### config.mk
export PLATFORM = sky130hd
export DESIGN_NAME = decode_top
export DESIGN_NICKNAME = d
export VERILOG_FILES = /design/src/common/riscv_isa_pkg.sv /design/src/common/uop_pkg.sv /design/src/decode/field_extract.sv /design/src/decode/op_classify.sv /design/src/decode/uop_assemble.sv /design/src/decode_top.sv
export VERILOG_INCLUDE_DIRS = /design/src /design/src/common
export SDC_FILE = /design/constraint.sdc
export NUM_CORES = 1
export LEC_CHECK = 0
export ABC_CLOCK_PERIOD_IN_PS = 14700
export BUFFER_PORTS_ARGS = -buffer_cell sky130_fd_sc_hd__clkbuf_2
export CAP_MARGIN = 25
export CORE_MARGIN = 3
export CORE_UTILIZATION = 30
export DETAILED_ROUTE_END_ITERATION = 8
export PLACE_DENSITY_LB_ADDON = 0.2
export SLEW_MARGIN = 20
export SYNTH_ARGS = -nofsm -noshare
export SYNTH_HDL_FRONTEND = slang
export SYNTH_SLANG_ARGS = --single-unit
### constraint.sdc
create_clock -name clk -period 14.7 [get_ports clk]
set_clock_uncertainty 0.15 [all_clocks]
set_input_delay 2.94 -clock clk [delete_from_list [all_inputs] [get_ports clk]]
set_output_delay 2.94 -clock clk [all_outputs]
set_load 0.01 [all_outputs]
### src/common/decode_defs.svh
`ifndef DECODE_DEFS_SVH
`define DECODE_DEFS_SVH

`define DEC_XLEN        32
`define DEC_ARCH_REG_W  5
`define DEC_PREG_W      6    // 64 physical registers

`define DEC_OPCODE_W    7
`define DEC_FUNCT3_W    3
`define DEC_FUNCT7_W    7

// lsb of each field in the instruction word
`define DEC_RD_LSB      7
`define DEC_FUNCT3_LSB  12
`define DEC_RS1_LSB     15
`define DEC_RS2_LSB     20
`define DEC_FUNCT7_LSB  25

`endif

### src/common/riscv_isa_pkg.sv
`include "decode_defs.svh"

package riscv_isa_pkg;

   // major opcodes of the rv32i subset
   typedef enum logic [`DEC_OPCODE_W-1:0]
   {
      OPC_LOAD     = 7'h03,
      OPC_MISC_MEM = 7'h0f,  // fence
      OPC_OP_IMM   = 7'h13,
      OPC_AUIPC    = 7'h17,
      OPC_STORE    = 7'h23,
      OPC_OP       = 7'h33,
      OPC_LUI      = 7'h37,
      OPC_BRANCH   = 7'h63,
      OPC_JALR     = 7'h67,
      OPC_JAL      = 7'h6f
   } opcode_e;

   typedef enum logic [`DEC_FUNCT7_W-1:0]
   {
      F7_BASE = 7'h00,
      F7_ALT  = 7'h20        // sub, sra
   } funct7_e;

endpackage

### src/common/uop_pkg.sv
package uop_pkg;

   typedef enum logic [5:0]
   {
      II,
      FETCH_PF,
      NOP,
      LB, LH, LW, LBU, LHU,
      SB, SH, SW,
      ADDI, SLTI, SLTIU, XORI, ORI, ANDI,
      SLLI, SRLI, SRAI,
      ADDU, SUBU, SLL, SLT, SLTU,
      XOR, SRL, SRA, OR, AND,
      LUI, AUIPC,
      BEQ, BNE, BLT, BGE, BLTU, BGEU,
      J, JAL, JR, JALR, RET
   } uop_op_e;

   // which immediate goes out, pc-relative ones get pc added
   typedef enum logic [2:0]
   {
      IMM_NONE,
      IMM_I,
      IMM_S,
      IMM_U,
      IMM_PC_U,
      IMM_PC_B,
      IMM_PC_J
   } imm_fmt_e;

endpackage

### src/decode/field_extract.sv
`timescale 1ns/1ns
`include "decode_defs.svh"

module field_extract (
   input  logic [31:0]             insn,
   output logic [`DEC_PREG_W-1:0]  rd,
   output logic [`DEC_PREG_W-1:0]  rs1,
   output logic [`DEC_PREG_W-1:0]  rs2,
   output logic [`DEC_XLEN-1:0]    imm_i,
   output logic [`DEC_XLEN-1:0]    imm_s,
   output logic [`DEC_XLEN-1:0]    imm_b,
   output logic [`DEC_XLEN-1:0]    imm_u,
   output logic [`DEC_XLEN-1:0]    imm_j
);

   localparam int ZP = `DEC_PREG_W - `DEC_ARCH_REG_W;

   logic sgn;

   assign sgn = insn[31];

   // zero-extend to physical index width
   assign rd  = {{ZP{1'b0}}, insn[`DEC_RD_LSB +: `DEC_ARCH_REG_W]};
   assign rs1 = {{ZP{1'b0}}, insn[`DEC_RS1_LSB +: `DEC_ARCH_REG_W]};
   assign rs2 = {{ZP{1'b0}}, insn[`DEC_RS2_LSB +: `DEC_ARCH_REG_W]};

   assign imm_i = {{(`DEC_XLEN-12){sgn}}, insn[31:20]};
   assign imm_s = {{(`DEC_XLEN-12){sgn}}, insn[31:25], insn[11:7]};

   // b and j keep bit 0 clear
   assign imm_b = {{(`DEC_XLEN-13){sgn}}, insn[31], insn[7], insn[30:25],
                   insn[11:8], 1'b0};
   assign imm_j = {{(`DEC_XLEN-21){sgn}}, insn[31], insn[19:12], insn[20],
                   insn[30:21], 1'b0};

   assign imm_u = {insn[31:12], 12'd0};

endmodule

### src/decode/op_classify.sv
`timescale 1ns/1ns
`include "decode_defs.svh"

module op_classify (
   input  logic [31:0]          insn,
   input  logic                 page_fault,
   output uop_pkg::uop_op_e     op,
   output uop_pkg::imm_fmt_e    imm_fmt,
   output logic                 src_a_used,
   output logic                 src_b_used,
   output logic                 dst_used,
   output logic                 is_mem,
   output logic                 is_store,
   output logic                 is_br,
   output logic                 is_int,
   output logic                 is_cheap_int
);

   logic [`DEC_OPCODE_W-1:0] opcode;
   logic [`DEC_FUNCT3_W-1:0] funct3;
   logic [`DEC_FUNCT7_W-1:0] funct7;

   assign opcode = insn[`DEC_OPCODE_W-1:0];
   assign funct3 = insn[`DEC_FUNCT3_LSB +: `DEC_FUNCT3_W];
   assign funct7 = insn[`DEC_FUNCT7_LSB +: `DEC_FUNCT7_W];

   always_comb
   begin
      op = uop_pkg::II;
      imm_fmt = uop_pkg::IMM_NONE;
      src_a_used = 1'b0;
      src_b_used = 1'b0;
      dst_used = 1'b0;
      is_mem = 1'b0;
      is_store = 1'b0;
      is_br = 1'b0;
      is_int = 1'b0;
      is_cheap_int = 1'b0;
      case (opcode)
         riscv_isa_pkg::OPC_LOAD:
         begin
            {src_a_used, dst_used, is_mem} = 3'b111;
            imm_fmt = uop_pkg::IMM_I;
            case (funct3)
               3'd0: op = uop_pkg::LB;
               3'd1: op = uop_pkg::LH;
               3'd2: op = uop_pkg::LW;
               3'd4: op = uop_pkg::LBU;
               3'd5: op = uop_pkg::LHU;
               default: op = uop_pkg::II;   // ld, lwu and reserved
            endcase
         end
         riscv_isa_pkg::OPC_STORE:
         begin
            {src_a_used, src_b_used, is_mem, is_store} = 4'b1111;
            imm_fmt = uop_pkg::IMM_S;
            case (funct3)
               3'd0: op = uop_pkg::SB;
               3'd1: op = uop_pkg::SH;
               3'd2: op = uop_pkg::SW;
               default: op = uop_pkg::II;
            endcase
         end
         riscv_isa_pkg::OPC_MISC_MEM: op = uop_pkg::NOP;   // fence
         riscv_isa_pkg::OPC_OP_IMM:
         begin
            {src_a_used, dst_used, is_int, is_cheap_int} = 4'b1111;
            imm_fmt = uop_pkg::IMM_I;
            case (funct3)
               3'd0: op = uop_pkg::ADDI;
               3'd1: op = uop_pkg::SLLI;
               3'd2: op = uop_pkg::SLTI;
               3'd3: op = uop_pkg::SLTIU;
               3'd4: op = uop_pkg::XORI;
               3'd5: op = (insn[31:26] == 6'h00) ? uop_pkg::SRLI :
                          (insn[31:26] == 6'h10) ? uop_pkg::SRAI : uop_pkg::II;
               3'd6: op = uop_pkg::ORI;
               default: op = uop_pkg::ANDI;
            endcase
         end
         riscv_isa_pkg::OPC_OP:
         begin
            {src_a_used, src_b_used, dst_used, is_int, is_cheap_int} = 5'b11111;
            if (funct7 == riscv_isa_pkg::F7_BASE)
            begin
               case (funct3)
                  3'd0: op = uop_pkg::ADDU;
                  3'd1: op = uop_pkg::SLL;
                  3'd2: op = uop_pkg::SLT;
                  3'd3: op = uop_pkg::SLTU;
                  3'd4: op = uop_pkg::XOR;
                  3'd5: op = uop_pkg::SRL;
                  3'd6: op = uop_pkg::OR;
                  default: op = uop_pkg::AND;
               endcase
            end
            else if (funct7 == riscv_isa_pkg::F7_ALT && funct3 == 3'd0)
               op = uop_pkg::SUBU;
            else if (funct7 == riscv_isa_pkg::F7_ALT && funct3 == 3'd5)
               op = uop_pkg::SRA;
         end
         riscv_isa_pkg::OPC_LUI:
         begin
            {dst_used, is_int, is_cheap_int} = 3'b111;
            op = uop_pkg::LUI;
            imm_fmt = uop_pkg::IMM_U;
         end
         riscv_isa_pkg::OPC_AUIPC:
         begin
            {dst_used, is_int, is_cheap_int} = 3'b111;
            op = uop_pkg::AUIPC;
            imm_fmt = uop_pkg::IMM_PC_U;
         end
         riscv_isa_pkg::OPC_BRANCH:
         begin
            {src_a_used, src_b_used, is_int, is_br, is_cheap_int} = 5'b11111;
            imm_fmt = uop_pkg::IMM_PC_B;
            case (funct3)
               3'd0: op = uop_pkg::BEQ;
               3'd1: op = uop_pkg::BNE;
               3'd4: op = uop_pkg::BLT;
               3'd5: op = uop_pkg::BGE;
               3'd6: op = uop_pkg::BLTU;
               3'd7: op = uop_pkg::BGEU;
               default: op = uop_pkg::II;
            endcase
         end
         riscv_isa_pkg::OPC_JALR:
         begin
            {src_a_used, dst_used, is_int, is_br, is_cheap_int} = 5'b11111;
            op = uop_pkg::JALR;
            imm_fmt = uop_pkg::IMM_I;
         end
         riscv_isa_pkg::OPC_JAL:
         begin
            {dst_used, is_int, is_br, is_cheap_int} = 4'b1111;
            op = uop_pkg::JAL;
            imm_fmt = uop_pkg::IMM_PC_J;
         end
         default: op = uop_pkg::II;
      endcase

      // faults and illegal encodings carry no class or register usage
      if (page_fault || op == uop_pkg::II)
      begin
         op = page_fault ? uop_pkg::FETCH_PF : uop_pkg::II;
         imm_fmt = uop_pkg::IMM_NONE;
         {src_a_used, src_b_used, dst_used} = 3'b000;
         {is_mem, is_store, is_br, is_int, is_cheap_int} = 5'b00000;
      end
   end

endmodule

### src/decode/uop_assemble.sv
`timescale 1ns/1ns
`include "decode_defs.svh"

module uop_assemble (
   input  logic                    clk,
   input  logic                    rst_n,
   input  logic                    insn_valid,
   input  logic [`DEC_XLEN-1:0]    pc,
   input  logic [`DEC_PREG_W-1:0]  rd,
   input  logic [`DEC_PREG_W-1:0]  rs1,
   input  logic [`DEC_PREG_W-1:0]  rs2,
   input  logic [`DEC_XLEN-1:0]    imm_i,
   input  logic [`DEC_XLEN-1:0]    imm_s,
   input  logic [`DEC_XLEN-1:0]    imm_b,
   input  logic [`DEC_XLEN-1:0]    imm_u,
   input  logic [`DEC_XLEN-1:0]    imm_j,
   input  uop_pkg::uop_op_e        op,
   input  uop_pkg::imm_fmt_e       imm_fmt,
   input  logic                    src_a_used,
   input  logic                    src_b_used,
   input  logic                    dst_used,
   input  logic                    is_mem,
   input  logic                    is_store,
   input  logic                    is_br,
   input  logic                    is_int,
   input  logic                    is_cheap_int,
   output logic                    uop_valid,
   output uop_pkg::uop_op_e        uop_op,
   output logic [`DEC_PREG_W-1:0]  uop_src_a,
   output logic [`DEC_PREG_W-1:0]  uop_src_b,
   output logic [`DEC_PREG_W-1:0]  uop_dst,
   output logic                    uop_src_a_valid,
   output logic                    uop_src_b_valid,
   output logic                    uop_dst_valid,
   output logic [`DEC_XLEN-1:0]    uop_imm,
   output logic [`DEC_XLEN-1:0]    uop_pc,
   output logic                    uop_is_mem,
   output logic                    uop_is_store,
   output logic                    uop_is_br,
   output logic                    uop_is_int,
   output logic                    uop_is_cheap_int
);

   logic                  rd_zero;
   logic                  to_nop;
   logic                  src_a_ok;
   logic                  src_b_ok;
   logic [`DEC_XLEN-1:0]  pc_off;
   logic [`DEC_XLEN-1:0]  imm_n;
   uop_pkg::uop_op_e      op_n;

   assign rd_zero = (rd == '0);
   assign to_nop = is_int && !is_br && rd_zero;   // alu, lui, auipc into x0
   assign src_a_ok = src_a_used && !to_nop;
   assign src_b_ok = src_b_used && !to_nop;

   // one adder shared by auipc, branches and jal
   assign pc_off = (imm_fmt == uop_pkg::IMM_PC_B) ? imm_b :
                   (imm_fmt == uop_pkg::IMM_PC_J) ? imm_j : imm_u;

   always_comb
   begin
      case (imm_fmt)
         uop_pkg::IMM_I: imm_n = imm_i;
         uop_pkg::IMM_S: imm_n = imm_s;
         uop_pkg::IMM_U: imm_n = imm_u;
         uop_pkg::IMM_PC_U, uop_pkg::IMM_PC_B, uop_pkg::IMM_PC_J: imm_n = pc + pc_off;
         default: imm_n = '0;
      endcase
   end

   always_comb
   begin
      op_n = op;
      if (to_nop)
         op_n = uop_pkg::NOP;
      else if (op == uop_pkg::JAL && rd_zero)
         op_n = uop_pkg::J;
      else if (op == uop_pkg::JALR && rd_zero)
         op_n = (rs1 == 'd1 || rs1 == 'd5) ? uop_pkg::RET : uop_pkg::JR;   // ra or t0
   end

   always_ff @(posedge clk)
   begin
      if (!rst_n)
         uop_valid <= 1'b0;
      else
         uop_valid <= insn_valid;
   end

   always_ff @(posedge clk)
   begin
      if (insn_valid)
      begin
         uop_op <= op_n;
         uop_src_a_valid <= src_a_ok;
         uop_src_b_valid <= src_b_ok;
         uop_dst_valid <= dst_used && !rd_zero;
         uop_src_a <= src_a_ok ? rs1 : '0;
         uop_src_b <= src_b_ok ? rs2 : '0;
         uop_dst <= dst_used ? rd : '0;
         uop_imm <= imm_n;
         uop_pc <= pc;
         uop_is_mem <= is_mem;
         uop_is_store <= is_store;
         uop_is_br <= is_br;
         uop_is_int <= is_int;
         uop_is_cheap_int <= is_cheap_int;
      end
   end

endmodule

### src/decode_top.sv
`timescale 1ns/1ns
`include "decode_defs.svh"

module decode_top (
   input  logic                    clk,
   input  logic                    rst_n,
   input  logic                    insn_valid,
   input  logic [31:0]             insn,
   input  logic [`DEC_XLEN-1:0]    pc,
   input  logic                    page_fault,
   output logic                    uop_valid,
   output uop_pkg::uop_op_e        uop_op,
   output logic [`DEC_PREG_W-1:0]  uop_src_a,
   output logic [`DEC_PREG_W-1:0]  uop_src_b,
   output logic [`DEC_PREG_W-1:0]  uop_dst,
   output logic                    uop_src_a_valid,
   output logic                    uop_src_b_valid,
   output logic                    uop_dst_valid,
   output logic [`DEC_XLEN-1:0]    uop_imm,
   output logic [`DEC_XLEN-1:0]    uop_pc,
   output logic                    uop_is_mem,
   output logic                    uop_is_store,
   output logic                    uop_is_br,
   output logic                    uop_is_int,
   output logic                    uop_is_cheap_int
);

   logic [`DEC_PREG_W-1:0]  rd;
   logic [`DEC_PREG_W-1:0]  rs1;
   logic [`DEC_PREG_W-1:0]  rs2;
   logic [`DEC_XLEN-1:0]    imm_i;
   logic [`DEC_XLEN-1:0]    imm_s;
   logic [`DEC_XLEN-1:0]    imm_b;
   logic [`DEC_XLEN-1:0]    imm_u;
   logic [`DEC_XLEN-1:0]    imm_j;
   uop_pkg::uop_op_e        op;
   uop_pkg::imm_fmt_e       imm_fmt;
   logic                    src_a_used;
   logic                    src_b_used;
   logic                    dst_used;
   logic                    is_mem;
   logic                    is_store;
   logic                    is_br;
   logic                    is_int;
   logic                    is_cheap_int;

   field_extract field_extract_inst (
      .insn  (insn),
      .rd    (rd),
      .rs1   (rs1),
      .rs2   (rs2),
      .imm_i (imm_i),
      .imm_s (imm_s),
      .imm_b (imm_b),
      .imm_u (imm_u),
      .imm_j (imm_j)
   );

   op_classify op_classify_inst (
      .insn         (insn),
      .page_fault   (page_fault),
      .op           (op),
      .imm_fmt      (imm_fmt),
      .src_a_used   (src_a_used),
      .src_b_used   (src_b_used),
      .dst_used     (dst_used),
      .is_mem       (is_mem),
      .is_store     (is_store),
      .is_br        (is_br),
      .is_int       (is_int),
      .is_cheap_int (is_cheap_int)
   );

   uop_assemble uop_assemble_inst (
      .clk              (clk),
      .rst_n            (rst_n),
      .insn_valid       (insn_valid),
      .pc               (pc),
      .rd               (rd),
      .rs1              (rs1),
      .rs2              (rs2),
      .imm_i            (imm_i),
      .imm_s            (imm_s),
      .imm_b            (imm_b),
      .imm_u            (imm_u),
      .imm_j            (imm_j),
      .op               (op),
      .imm_fmt          (imm_fmt),
      .src_a_used       (src_a_used),
      .src_b_used       (src_b_used),
      .dst_used         (dst_used),
      .is_mem           (is_mem),
      .is_store         (is_store),
      .is_br            (is_br),
      .is_int           (is_int),
      .is_cheap_int     (is_cheap_int),
      .uop_valid        (uop_valid),
      .uop_op           (uop_op),
      .uop_src_a        (uop_src_a),
      .uop_src_b        (uop_src_b),
      .uop_dst          (uop_dst),
      .uop_src_a_valid  (uop_src_a_valid),
      .uop_src_b_valid  (uop_src_b_valid),
      .uop_dst_valid    (uop_dst_valid),
      .uop_imm          (uop_imm),
      .uop_pc           (uop_pc),
      .uop_is_mem       (uop_is_mem),
      .uop_is_store     (uop_is_store),
      .uop_is_br        (uop_is_br),
      .uop_is_int       (uop_is_int),
      .uop_is_cheap_int (uop_is_cheap_int)
   );

endmodule
# Word-level counts from Yosys, hierarchy flattened

Cells that the tools add are included.

Flip-flop bits (word level): 96
Input port bits: 68
Logic and storage cells: 109
Output and inout bits: 97

Add/subtract/negate cells: 1
Multiplexer cells: 33
Reductions and logical operators: 28
Equal/unequal tests: 29

Operators with widths:

| cell               | count |
|---|---|
| $pmux 32 s4        | 1 |
| $mux 31            | 2 |
| $pmux 6 s10        | 1 |
| $pmux 6 s7         | 1 |
| $mux 6             | 6 |
| $pmux 6 s6         | 1 |
| $add 32x32->32     | 1 |
| $eq 7x6->1 const B | 4 |
| $pmux 4 s7         | 1 |
| $eq 3x3->1 const B | 7 |
| $eq 7x7->1 const B | 3 |
| $logic_not 6->1    | 3 |
| $pmux 3 s6         | 1 |
| $pmux 3 s5         | 1 |
| $eq 7x5->1 const B | 2 |
| $reduce_or 7->1    | 2 |
| $mux 1             | 13 |
| $eq 3x2->1 const B | 4 |
| $eq 6x6->1 const B | 2 |
| $pmux 4 s3         | 1 |
| $reduce_or 3->1    | 4 |
| $mux 5             | 2 |
| $logic_and 1x1->1  | 9 |
| $eq 7x2->1 const B | 1 |
| 13 further kinds   | 18 |

# Depth between registers and ports, before layout

Gate-level depths: netlist of the first run.

Depth after elaboration: 14
Depth in mapped cells: 24
Depth with buffers taken out: 20

# Modules after synthesis

From an unflattened synthesis of the first run, not the netlist that was laid out.

Cells, all modules: 989
Area total of the unflattened synthesis: 9098.7 um2

By module, submodules not included:

| module        | area each (um2) | sequential area each (um2) | times used | cells each |
|---|---|---|---|---|
| uop_assemble  | 6781.5          | 2902.8                     | 1          | 649 |
| field_extract | 1340.0          | 0.0                        | 1          | 179 |
| op_classify   | 977.2           | 0.0                        | 1          | 161 |

# Least setup slack after synthesis of the first run

OpenSTA, ideal clock, no wires.

Path kind: input -> register
From: in insn[2]
To: reg uop_assemble_inst.uop_imm[31] (data pin)
Data required time: 14415 ps
Stages: 20
Arrival time: 7016 ps
Library setup time: 135 ps
Path slack: 7399 ps
Cell sequence: buf_6 -> nand4bb_4 -> or3_1 -> a211oi_2 -> a211oi_1 -> o211a_2 -> a211oi_4 -> nand2_1 -> nand2_1 -> nand2_1 -> ha_1 -> a21o_1 -> a211o_1 -> o211ai_1 -> o21bai_1 -> o311a_1 -> o21ai_2 -> o311ai_1 -> or4_1 -> nand3_1

Word-level cells in the longest chain between the ends: 10
Elaborated cells between the ends (all ways): 27
Classes of those cells: add/sub (1); eq/ne (16); mux (6); reduce/logical (4)

Ends and longest elaborated chain:

| what                               | RTL line                               | text |
|---|---|---|
| start: declaration                 | decode_top.sv:8                        | `input logic [31:0] insn,` |
| $eq 7x7->1 (tied with other cells) | op_classify.sv:39                      | `case (opcode)` |
| $pmux 6 s10                        | op_classify.sv:39                      |  |
| $logic_not 6->1                    | op_classify.sv:144                     | `if (page_fault \|\| op == uop_pkg::II)` |
| $logic_or 1x1->1                   | op_classify.sv:144                     |  |
| $mux 3 (*)                         | op_classify.sv:144                     |  |
| $eq 3x3->1                         | uop_assemble.sv:59, uop_assemble.sv:63 |  |
| $mux 31                            | uop_assemble.sv:59                     | `(imm_fmt == uop_pkg::IMM_PC_J) ? imm_j : imm_u;` |
| $mux 31                            | uop_assemble.sv:58                     | `assign pc_off = (imm_fmt == uop_pkg::IMM_PC_B) ? imm_b :` |
| $add 32x32->32                     | uop_assemble.sv:67                     | `uop_pkg::IMM_PC_U, uop_pkg::IMM_PC_B, uop_pkg::IMM_PC_J: imm_n = pc + pc_off;` |
| $pmux 32 s4 (*)                    | uop_assemble.sv:63                     | `case (imm_fmt)` |
| net uop_assemble_inst.imm_n[31]    | uop_assemble.sv:49                     | `` logic [`DEC_XLEN-1:0] imm_n; `` |
| end signal: assignment             | uop_assemble.sv:102                    | `uop_imm <= imm_n;` |
| end: declaration                   | uop_assemble.sv:35                     | `` output logic [`DEC_XLEN-1:0] uop_imm, `` |

Mark *: on every way through the listed nets, which the timed path passes. The rest lies on a longest branch.
A chain may end at the register's enable or synchronous reset.

# Final worst setup path of the first run

From: in insn[26]
To: reg uop_assemble_inst.uop_imm[31] (data pin)

Word-level cells in the longest chain between the ends: 14
Elaborated cells between the ends (all ways): 27
Classes of those cells: add/sub (1); eq/ne (8); mux (11); reduce/logical (7)

Ends and longest elaborated chain:

| what                                                                    | RTL line |
|---|---|
| parallel branches: the longest is 13 deep, another holds $add 32x32->32 | - |
| $pmux 32 s4 (*)                                                         | uop_assemble.sv:63 |
| net uop_assemble_inst.imm_n[31]                                         | uop_assemble.sv:49 |

Mark *: on every way through the listed nets, which the timed path passes.

==> qor.csv, run 1 <==
stage;metric;value;unit
status;status;complete, no violations;
placement;placed instance count;1001;
clocking;CTS Buf Count;9;
clocking;CTS Hold Bufs;0;
global_routing;GR Layer Usage met1;23.2;%
clocking;CTS H-tree lvls;3;
finish;fraction of layout cells with a size suffix above 1;25.8;%
global_routing;GR Util All Layers;17.4;%
setup_path;Startpoint Class;input port;
sta;RSZ-0062 raised after global routing;false;
floorplan;Starting Density;31.0;%
floorplan;die area;22100;um2
sta;final worst-path cycle share;57.4;%
power_and_ir_drop;Switch Pwr;0.183;mW
floorplan;num rows;51;
global_routing;grt met2 use;28.4;%
worst_hold_path;worst min path class;input port to flip-flop;
floorplan;Die Y;149;um
sta;final worst slack;6.26;ns
power_and_ir_drop;Max VDD drop;0.0475;mV
setup_path;Worst Setup SP;insn[26];
sta;Slew Viols, Final;0;
sta;# setup viols final;0;
sta;fmax;118;MHz
detailed_routing;Residual DRC;0;
placement;DP Worst Slack;5.83;ns
flow_run;Max-Cap Viols;0;
power_and_ir_drop;Flop pwr share;45.6;%
placement;dpl cell area;7070;um2
finish;NumNets Final;848;
clocking;setup bufs post-CTS;0;
clocking;CTS tree;built;
setup_path;highest fanout seen on the critical path;17;
power_and_ir_drop;P_leak;3.11;nW
power_and_ir_drop;Switching Fraction;26.7;%
floorplan;I/O pin total;165;
finish;Final Non-Filler Cells;1017;
logic_synthesis;async set-reset flop share out of synthesis;0;%
setup_path;Critical Path End Type;flip-flop;
sta;Rel. slew slack;41.8;%
finish;Core Util, Final;37.4;%
logic_synthesis;Synth Flop Type;edfxtp_1;
setup_path;WP data required;14.65;ns
clocking;Clock Sinks;93;
detailed_routing;post-route ant nets;0;
placement;Detailed Place HPWL;15.3;mm
power_and_ir_drop;Comb power frac;17.8;%
logic_synthesis;syn avg cell area;10.1;um2
global_routing;antenna violations before repair;0;
finish;fillcell total;2012;
clocking;post-cts gate resize count;0;
power_and_ir_drop;Design Power;0.686;mW
floorplan;Die W;149;um
sta;worst hold slack;2.64;ns
finish;P&R area growth vs syn;20.9;%
floorplan;area of the core;19700;um2
power_and_ir_drop;internal power;0.503;mW
finish;Layout Cell Area excl Fill;7380;um2
logic_synthesis;EDFF count, synth;92;
clocking;clock transition at the registers of the reported paths;0.06;ns
logic_synthesis;Yosys warnings;0;
power_and_ir_drop;Clock power frac;36.6;%
placement;Final GP Congestion;0.883;
detailed_routing;TritonRoute pass-1 iters;6;
setup_path;Worst Setup EP;uop_assemble_inst.uop_imm[31]$_DFFE_PP_;
sta;Fin. Hold Viols;0;
global_routing;global-route wire length before repair;30.1;mm
clocking;Max Buffers Root-to-Sink;2;
worst_hold_path;worst min-delay path startpoint;pc[27];
detailed_routing;1st-iter DRT viols;405;
finish;Antenna Cells;0;
global_routing;total grt overflow;0;
logic_synthesis;Post-Syn Instances;602;
setup_path;critical path class;input port to flip-flop;
clocking;root cell of the clock tree;clkbuf_16;
sta;Tmin final;8.44;ns
global_routing;routing usage on met3;3.35;%
sta;Total Neg Setup Slack;0;ns
detailed_routing;vias;5329;
sta;slew of the pin with the lowest slew margin;0.873;ns
global_routing;vias in the first global route;5355;
detailed_routing;Routed WL;19.8;mm
logic_synthesis;sequential area share after synthesis;45.6;%
detailed_routing;WL per Instance;19.4;um
power_and_ir_drop;pwr dens;93.0;nW/um2
worst_hold_path;hold depth;1;
detailed_routing;Via density;5.24;
setup_path;Critical Path AT;8.39;ns
logic_synthesis;Post-Syn Area;6110;um2
global_routing;GR peak layer;met2;
logic_synthesis;Unique masters post-synth;71;
logic_synthesis;post-synthesis register bit count;93;
placement;IO buf count;161;
global_routing;largest net degree at the start of global routing;65;
[synthesized netlist by cell type, types with 3 or more instances]
cell type	count	share of area (%)
nor3_1	13	1.1
xnor2_1	21	3.0
nor2_1	33	2.0
o21ai_1	6	0.49
xor2_1	6	0.86
a21o_1	26	3.2
nand3_1	15	1.2
nand2_1	52	3.2
o21bai_1	3	0.37
buf_4	6	0.74
and2_1	21	2.2
a21oi_1	50	4.1
or3_1	5	0.51
edfxtp_1	92	45
o22ai_1	4	0.41
nand4_1	7	0.72
clkbuf_1	6	0.37
inv_1	18	1.1
nor4_1	4	0.41
a22o_1	4	0.57
o21ai_0	46	3.8
o211ai_1	3	0.37
a222oi_1	3	0.49
a211oi_1	7	0.86
nor2b_1	6	0.61
buf_2	13	1.1
ha_1	32	6.6
o21a_1	4	0.49
buf_6	6	1.1
a211o_1	4	0.57
a31oi_1	6	0.61
a22oi_1	6	0.74
nand2b_1	13	1.3
and3_1	11	1.1
[kinds of logic after synthesis]
kind of cell	after synthesis	share of synthesized area, %
XOR/XNOR	27	3.87
AO/OA/AOI/OAI	201	21.6
adder cells (fa/ha/maj)	33	6.89
flip-flops	93	45.6
buffers and inverters	50	4.63
other	1	0.0614
AND/OR/NAND/NOR	197	17.3
[how the worst min path moves through the flow]
stage                                                   endpoint  slack [ns]
final                     uop_assemble_inst.uop_pc[27]$_DFFE_PP_        2.64
after global routing      uop_assemble_inst.uop_pc[19]$_DFFE_PP_        2.63
after CTS                 uop_assemble_inst.uop_pc[19]$_DFFE_PP_        2.63
after detailed placement  uop_assemble_inst.uop_pc[29]$_DFFE_PP_        3.00
after global placement    uop_assemble_inst.uop_pc[19]$_DFFE_PP_        3.00
after floorplan            uop_assemble_inst.uop_pc[0]$_DFFE_PP_        2.89
[layout make-up]
cell class | count | area (um2) | area share, %
multi-input cells | 461 | 3050 | 41.3
flip-flops and latches | 93 | 2780 | 37.7
repair buffers | 164 | 838 | 11.4
well taps | 265 | 332 | 4.49
clock buffers | 10 | 229 | 3.10
clock inverters | 6 | 86.3 | 1.17
inverters | 18 | 67.6 | 0.915
[flip-flops by register name, summed over array words and instances (netlist names), 5 cells and up]
name	count
uop_assemble_inst.uop_dst	5
uop_assemble_inst.uop_imm	32
uop_assemble_inst.uop_op	6
uop_assemble_inst.uop_pc	32
uop_assemble_inst.uop_src_a	5
uop_assemble_inst.uop_src_b	5
[worst max-delay path, cell delays in order]
cell	delay [ns]
clkbuf_2	0.12
nor3_1	0.45
nand2_1	0.25
nor4_4	0.44
a211oi_1	0.17
o211a_2	0.19
a211oi_4	0.64
nand2_1	0.42
nand2_1	0.19
nand2_1	0.08
ha_1	0.43
nand4_1	0.28
or3_1	0.43
a211oi_1	0.32
o311a_1	0.23
o21ai_2	0.10
o311ai_1	0.45
or4_1	0.18
nand3_1	0.07
[power by group through the flow]
stage	logic [mW]	registers, mW	clock network [mW]
floorplan	0.0610	0.327	0
global route	0.134	0.314	0.269
detailed placement	0.122	0.319	0
CTS	0.123	0.313	0.259
global placement	0.122	0.319	0
finish	0.122	0.313	0.251
[layer usage]
metal / vias to the layer above / wire length (um)
li1: 2554 / -
met1: 2557 / 8870
met2: 193 / 9290
met3: 25 / 1210
met4: 0 / 413
met5: - / 0
[placed cells by master (no fill, tap or decap), types with 21 or more instances in the layout]
cell      count
a21o_1       26
o21ai_0      46
edfxtp_1     92
nand2_1      52
a21oi_1      50
and2_1       21
clkbuf_2    160
nor2_1       33
ha_1         32
xnor2_1      21
(Power assumes the default switching activity.)
==> run 2: changes to the inputs <==
- ABC_CLOCK_PERIOD_IN_PS: 14700 -> 7900
- clock period: 14.7 -> 7.9 ns (I/O delays scaled with it)
==> qor.csv, run 2 (same netlist as run 1, synthesis figures left out) <==
stage;metric;value;unit;change
floorplan;num rows;51;;unchanged
global_routing;largest net degree at the start of global routing;56;;was 65
setup_path;Startpoint Class;input port;;unchanged
setup_path;most frequent CP cell;nand2_1;;unchanged
sta;Rel. slew slack;42.2;%;was 41.8%
sta;fmax;149;MHz;
setup_path;max incr delay on CP;0.51;ns;was 0.64 ns
sta;RSZ-0062 raised after global routing;false;;unchanged
floorplan;Starting Density;31.0;%;unchanged
floorplan;I/O pin total;165;;unchanged
finish;most frequent cells in the layout;clkbuf_2 (160), edfxtp_1 (92), nand2_1 (52), a21oi_1 (50), o21ai_0 (46);;unchanged
floorplan;Die W;149;um;unchanged
power_and_ir_drop;Design Power;1.26;mW;was 0.686 mW
detailed_routing;vias;5333;;was 5329
clocking;Clock Sinks;93;;unchanged
worst_hold_path;worst min path class;input port to flip-flop;;unchanged
finish;commonest non-fill, non-tap cell in the layout;clkbuf_2;;unchanged
finish;Core Util, Final;37.5;%;was 37.4%
sta;final worst-path cycle share;85.1;%;
clocking;CTS Buf Count;9;;unchanged
clocking;Max Buffers Root-to-Sink;2;;unchanged
detailed_routing;WL per Instance;19.4;um;about the same
finish;P&R area growth vs syn;21.2;%;was 20.9%
power_and_ir_drop;pwr dens;170;nW/um2;was 93.0 nW/um2
global_routing;global-route wire length before repair;31.1;mm;was 30.1 mm
detailed_routing;Routed WL;19.9;mm;was 19.8 mm
sta;worst hold slack;1.28;ns;was 2.64 ns
finish;Final Non-Filler Cells;1022;;was 1017
global_routing;antenna violations before repair;1;;was 0
global_routing;vias in the first global route;5461;;was 5355
setup_path;Critical Path AT;6.79;ns;was 8.39 ns
clocking;clock transition at the registers of the reported paths;0.07;ns;was 0.06 ns
global_routing;total grt overflow;0;;unchanged
sta;Slew Viols, Final;0;;unchanged
placement;Detailed Place HPWL;15.2;mm;was 15.3 mm
clocking;CTS Hold Bufs;0;;unchanged
global_routing;GR Util All Layers;18.0;%;was 17.4%
sta;Total Neg Setup Slack;0;ns;unchanged
setup_path;CP cell instances;clkbuf_2, nor3_1, nand2_1, nor4_4, a211oi_1, o211a_2, a211oi_4, nand2_1, nand2_1, nand2_1, ha_1, a21o_1, a211o_1, o211ai_1, o21bai_1, o311a_1, o21ai_2, o311ai_1, or4_1, nand3_1;;was clkbuf_2, nor3_1, nand2_1, nor4_4, a211oi_1, o211a_2, a211oi_4, nand2_1, nand2_1, nand2_1, ha_1, nand4_1, or3_1, a211oi_1, o311a_1, o21ai_2, o311ai_1, or4_1, nand3_1
finish;NumNets Final;853;;was 848
flow_run;Max-Cap Viols;0;;unchanged
sta;slew of the pin with the lowest slew margin;0.867;ns;was 0.873 ns
setup_path;critical path class;input port to flip-flop;;unchanged
detailed_routing;1st-iter DRT viols;479;;was 405
placement;IO buf count;161;;unchanged
setup_path;Critical Path End Type;flip-flop;;unchanged
floorplan;die area;22100;um2;unchanged
clocking;CTS H-tree lvls;3;;unchanged
sta;# setup viols final;0;;unchanged
clocking;root cell of the clock tree;clkbuf_16;;unchanged
clocking;post-cts gate resize count;0;;unchanged
power_and_ir_drop;P_leak;3.13;nW;was 3.11 nW
clocking;CTS tree;built;;unchanged
placement;Final GP Congestion;0.901;;was 0.883
detailed_routing;post-route ant nets;0;;unchanged
detailed_routing;Residual DRC;0;;unchanged
placement;placed instance count;1006;;was 1001
sta;Tmin final;6.72;ns;
finish;fraction of layout cells with a size suffix above 1;26.4;%;was 25.8%
detailed_routing;TritonRoute pass-1 iters;4;;was 6
power_and_ir_drop;Max VDD drop;0.0898;mV;was 0.0475 mV
detailed_routing;metal1 wirelength;8.97;mm;was 8.87 mm
clocking;setup bufs post-CTS;0;;unchanged
detailed_routing;Via density;5.22;;was 5.24
detailed_routing;highest metal used;met5;;was met4
setup_path;CP max-delay cell;a211oi_4;;unchanged
worst_hold_path;hold depth;1;;unchanged
floorplan;Die Y;149;um;unchanged
sta;Fin. Hold Viols;0;;unchanged
status;status;complete, no violations;;unchanged
setup_path;WP data required;7.97;ns;was 14.65 ns
floorplan;area of the core;19700;um2;unchanged
setup_path;highest fanout seen on the critical path;10;;was 17
finish;Antenna Cells;0;;unchanged
finish;Top Registers;uop_assemble_inst.uop_imm: 32 flops, uop_assemble_inst.uop_pc: 32 flops, uop_assemble_inst.uop_op: 6 flops;;unchanged
detailed_routing;Met3 Wirelength;1.11;mm;was 1.21 mm
detailed_routing;met2 WL;9.35;mm;was 9.29 mm
-- run 2: metal layers --
layer	up-vias	track usage, %
li1	2576	-
met3	24	3.32
met1	2520	24.9
met4	2	5.31
met5	-	0
met2	211	29.0
-- run 2: final timing paths --
kind,start,endpoint,slack (ns)
hold / removal,pc[19],uop_assemble_inst.uop_pc[19]$_DFFE_PP_,1.28
setup / recovery,insn[26],uop_assemble_inst.uop_imm[31]$_DFFE_PP_,1.18
-- run 2: area by class of cell --
cell class / instances / area, um2
clock inverter: 7 / 75.1
multi-input combinational: 461 / 3050
sequential: 93 / 2780
clock buffer: 9 / 225
inverter: 18 / 67.6
fill: 2028 / 12300
timing repair buffer: 169 / 868
tap: 265 / 332
-- run 2: through the flow --
step / area (um2) / worst slack [ns]
after floorplan: 6110 / 1.96
after global placement: 7100 / 0.984
after detailed placement: 7100 / 0.841
after CTS: 7400 / 1.21
after global routing: 7400 / 0.814
final: 7400 / 1.18
-- run 2: worst max-delay path: cells and delay by family --
kind / cells / cell delay, ns
buffers and inverters: 1 / 0.13
AND/OR/NAND/NOR: 8 / 2.28
AO/OA/AOI/OAI: 10 / 2.44
adder cells (fa/ha/maj): 1 / 0.37
-- run 2: power by group --
group	total (mW)	switching [mW]	internal [mW]	leakage (nW)
sequential	0.582	0.00895	0.573	0.891
clock	0.448	0.200	0.247	0.150
combinational	0.227	0.141	0.0863	2.09
==> run 3: changes to the inputs <==
- CORE_ASPECT_RATIO: unset -> 0.8
==> qor.csv, run 3 (same netlist as run 1, synthesis figures left out) <==
stage;metric;value;unit;change
clocking;CTS H-tree lvls;3;;unchanged
finish;Final Non-Filler Cells;1019;;was 1022
floorplan;area of the core;19900;um2;was 19700 um2
clocking;setup bufs post-CTS;0;;unchanged
placement;DP Worst Slack;0.677;ns;was 0.841 ns
sta;RSZ-0062 raised after global routing;false;;unchanged
global_routing;largest net degree at the start of global routing;54;;was 56
setup_path;critical path class;input port to flip-flop;;unchanged
finish;Core Util, Final;37.0;%;was 37.5%
placement;IO buf count;161;;unchanged
sta;Total Neg Setup Slack;0;ns;unchanged
sta;slew of the pin with the lowest slew margin;0.949;ns;was 0.867 ns
detailed_routing;Via density;5.14;;was 5.22
floorplan;num rows;46;;was 51
floorplan;Die Y;134;um;was 149 um
setup_path;Startpoint Class;input port;;unchanged
sta;Rel. slew slack;36.8;%;was 42.2%
floorplan;Starting Density;30.7;%;was 31.0%
floorplan;I/O pin total;165;;unchanged
global_routing;global-route wire length before repair;28.9;mm;was 31.1 mm
detailed_routing;Residual DRC;0;;unchanged
setup_path;Critical Path End Type;flip-flop;;unchanged
setup_path;WP data required;7.98;ns;was 7.97 ns
finish;P&R area growth vs syn;20.8;%;was 21.2%
placement;placed instance count;1003;;was 1006
finish;most frequent cells in the layout;clkbuf_2 (160), edfxtp_1 (92), nand2_1 (52), a21oi_1 (50), o21ai_0 (46);;unchanged
detailed_routing;vias;5234;;was 5333
status;status;complete, no violations;;unchanged
placement;Detailed Place HPWL;14.5;mm;was 15.2 mm
global_routing;antenna violations before repair;0;;was 1
power_and_ir_drop;Max VDD drop;0.0905;mV;was 0.0898 mV
power_and_ir_drop;P_leak;3.12;nW;was 3.13 nW
finish;Antenna Cells;0;;unchanged
worst_hold_path;worst min path class;input port to flip-flop;;unchanged
power_and_ir_drop;Design Power;1.24;mW;was 1.26 mW
global_routing;total grt overflow;0;;unchanged
finish;Top Registers;uop_assemble_inst.uop_imm: 32 flops, uop_assemble_inst.uop_pc: 32 flops, uop_assemble_inst.uop_op: 6 flops;;unchanged
power_and_ir_drop;pwr dens;169;nW/um2;was 170 nW/um2
sta;# setup viols final;0;;unchanged
placement;dpl cell area;7080;um2;was 7100 um2
sta;final worst-path cycle share;87.2;%;was 85.1%
clocking;Clock Sinks;93;;unchanged
floorplan;die area;22100;um2;about the same
global_routing;GR Util All Layers;17.2;%;was 18.0%
setup_path;highest fanout seen on the critical path;12;;was 10
sta;Fin. Hold Viols;0;;unchanged
clocking;post-cts gate resize count;0;;unchanged
sta;fmax;145;MHz;was 149 MHz
floorplan;Die W;166;um;was 149 um
sta;Slew Viols, Final;0;;unchanged
flow_run;Max-Cap Viols;0;;unchanged
finish;Layout Cell Area excl Fill;7370;um2;was 7400 um2
detailed_routing;1st-iter DRT viols;454;;was 479
detailed_routing;WL per Instance;18.7;um;was 19.4 um
sta;worst hold slack;1.28;ns;about the same
setup_path;Critical Path AT;6.97;ns;was 6.79 ns
finish;commonest non-fill, non-tap cell in the layout;clkbuf_2;;unchanged
finish;fraction of layout cells with a size suffix above 1;26.2;%;was 26.4%
clocking;CTS Hold Bufs;0;;unchanged
detailed_routing;TritonRoute pass-1 iters;7;;was 4
placement;Final GP Congestion;0.885;;was 0.901
finish;NumNets Final;851;;was 853
clocking;CTS Buf Count;9;;unchanged
clocking;root cell of the clock tree;clkbuf_16;;unchanged
clocking;CTS tree;built;;unchanged
detailed_routing;Routed WL;19.0;mm;was 19.9 mm
global_routing;vias in the first global route;4943;;was 5461
sta;final worst slack;1.01;ns;was 1.18 ns
clocking;Max Buffers Root-to-Sink;2;;unchanged
sta;Tmin final;6.89;ns;was 6.72 ns
detailed_routing;post-route ant nets;0;;unchanged
clocking;clock transition at the registers of the reported paths;0.07;ns;about the same
-- run 3: cell count changes in the layout (fill, tap and decap cells not counted), sizes merged --
| cell | delta |
|---|---|
| buf | -2 |
| bufinv | -1 |
| clkbuf | +2 |
| clkinv | -3 |
| inv | +2 |
-- run 3: layout make-up --
type	instances	area (um2)
multi-input combinational	461	3050
clock inverter	5	40.0
clock buffer	11	253
timing repair buffer	167	853
sequential	93	2780
fill	2085	12500
inverter	18	67.6
tap	264	330
-- run 3: layer usage --
metal / vias up / GRT usage, % / part of all wire [%]
met5: - / 0 / 0
met4: 0 / 4.11 / 1.3
met3: 17 / 4.29 / 8.0
met2: 196 / 25.1 / 42
met1: 2453 / 25.5 / 49
li1: 2568 / - / -
-- run 3: worst paths after layout --
check / from / end / slack, ns / cells past startpoint
setup / recovery: insn[26] / uop_assemble_inst.uop_imm[31]$_DFFE_PP_ / 1.01 / 20
hold / removal: rst_n / uop_assemble_inst.uop_valid$_SDFF_PN0_ / 1.28 / 2
-- run 3: power by group --
group	total, mW	switching (mW)	internal [mW]	leakage [nW]
Combinational	0.227	0.140	0.0864	2.08
Sequential	0.581	0.00791	0.573	0.891
Clock	0.437	0.203	0.234	0.147
Total	1.24	0.351	0.894	3.12
-- run 3: worst max-delay path: stages --
cell      delay, ns
clkbuf_2       0.12
nor3_1         0.47
nand2_1        0.27
nor4_4         0.43
a211oi_1       0.17
o211a_2        0.19
a211oi_4       0.54
nand2_1        0.38
nand2_1        0.16
nand2_1        0.06
ha_1           0.36
a21o_1         0.18
a211o_1        0.28
o211ai_1       0.16
o21bai_1       0.15
o311a_1        0.37
o21ai_2        0.31
o311ai_1       0.19
or4_1          0.49
nand3_1        0.09
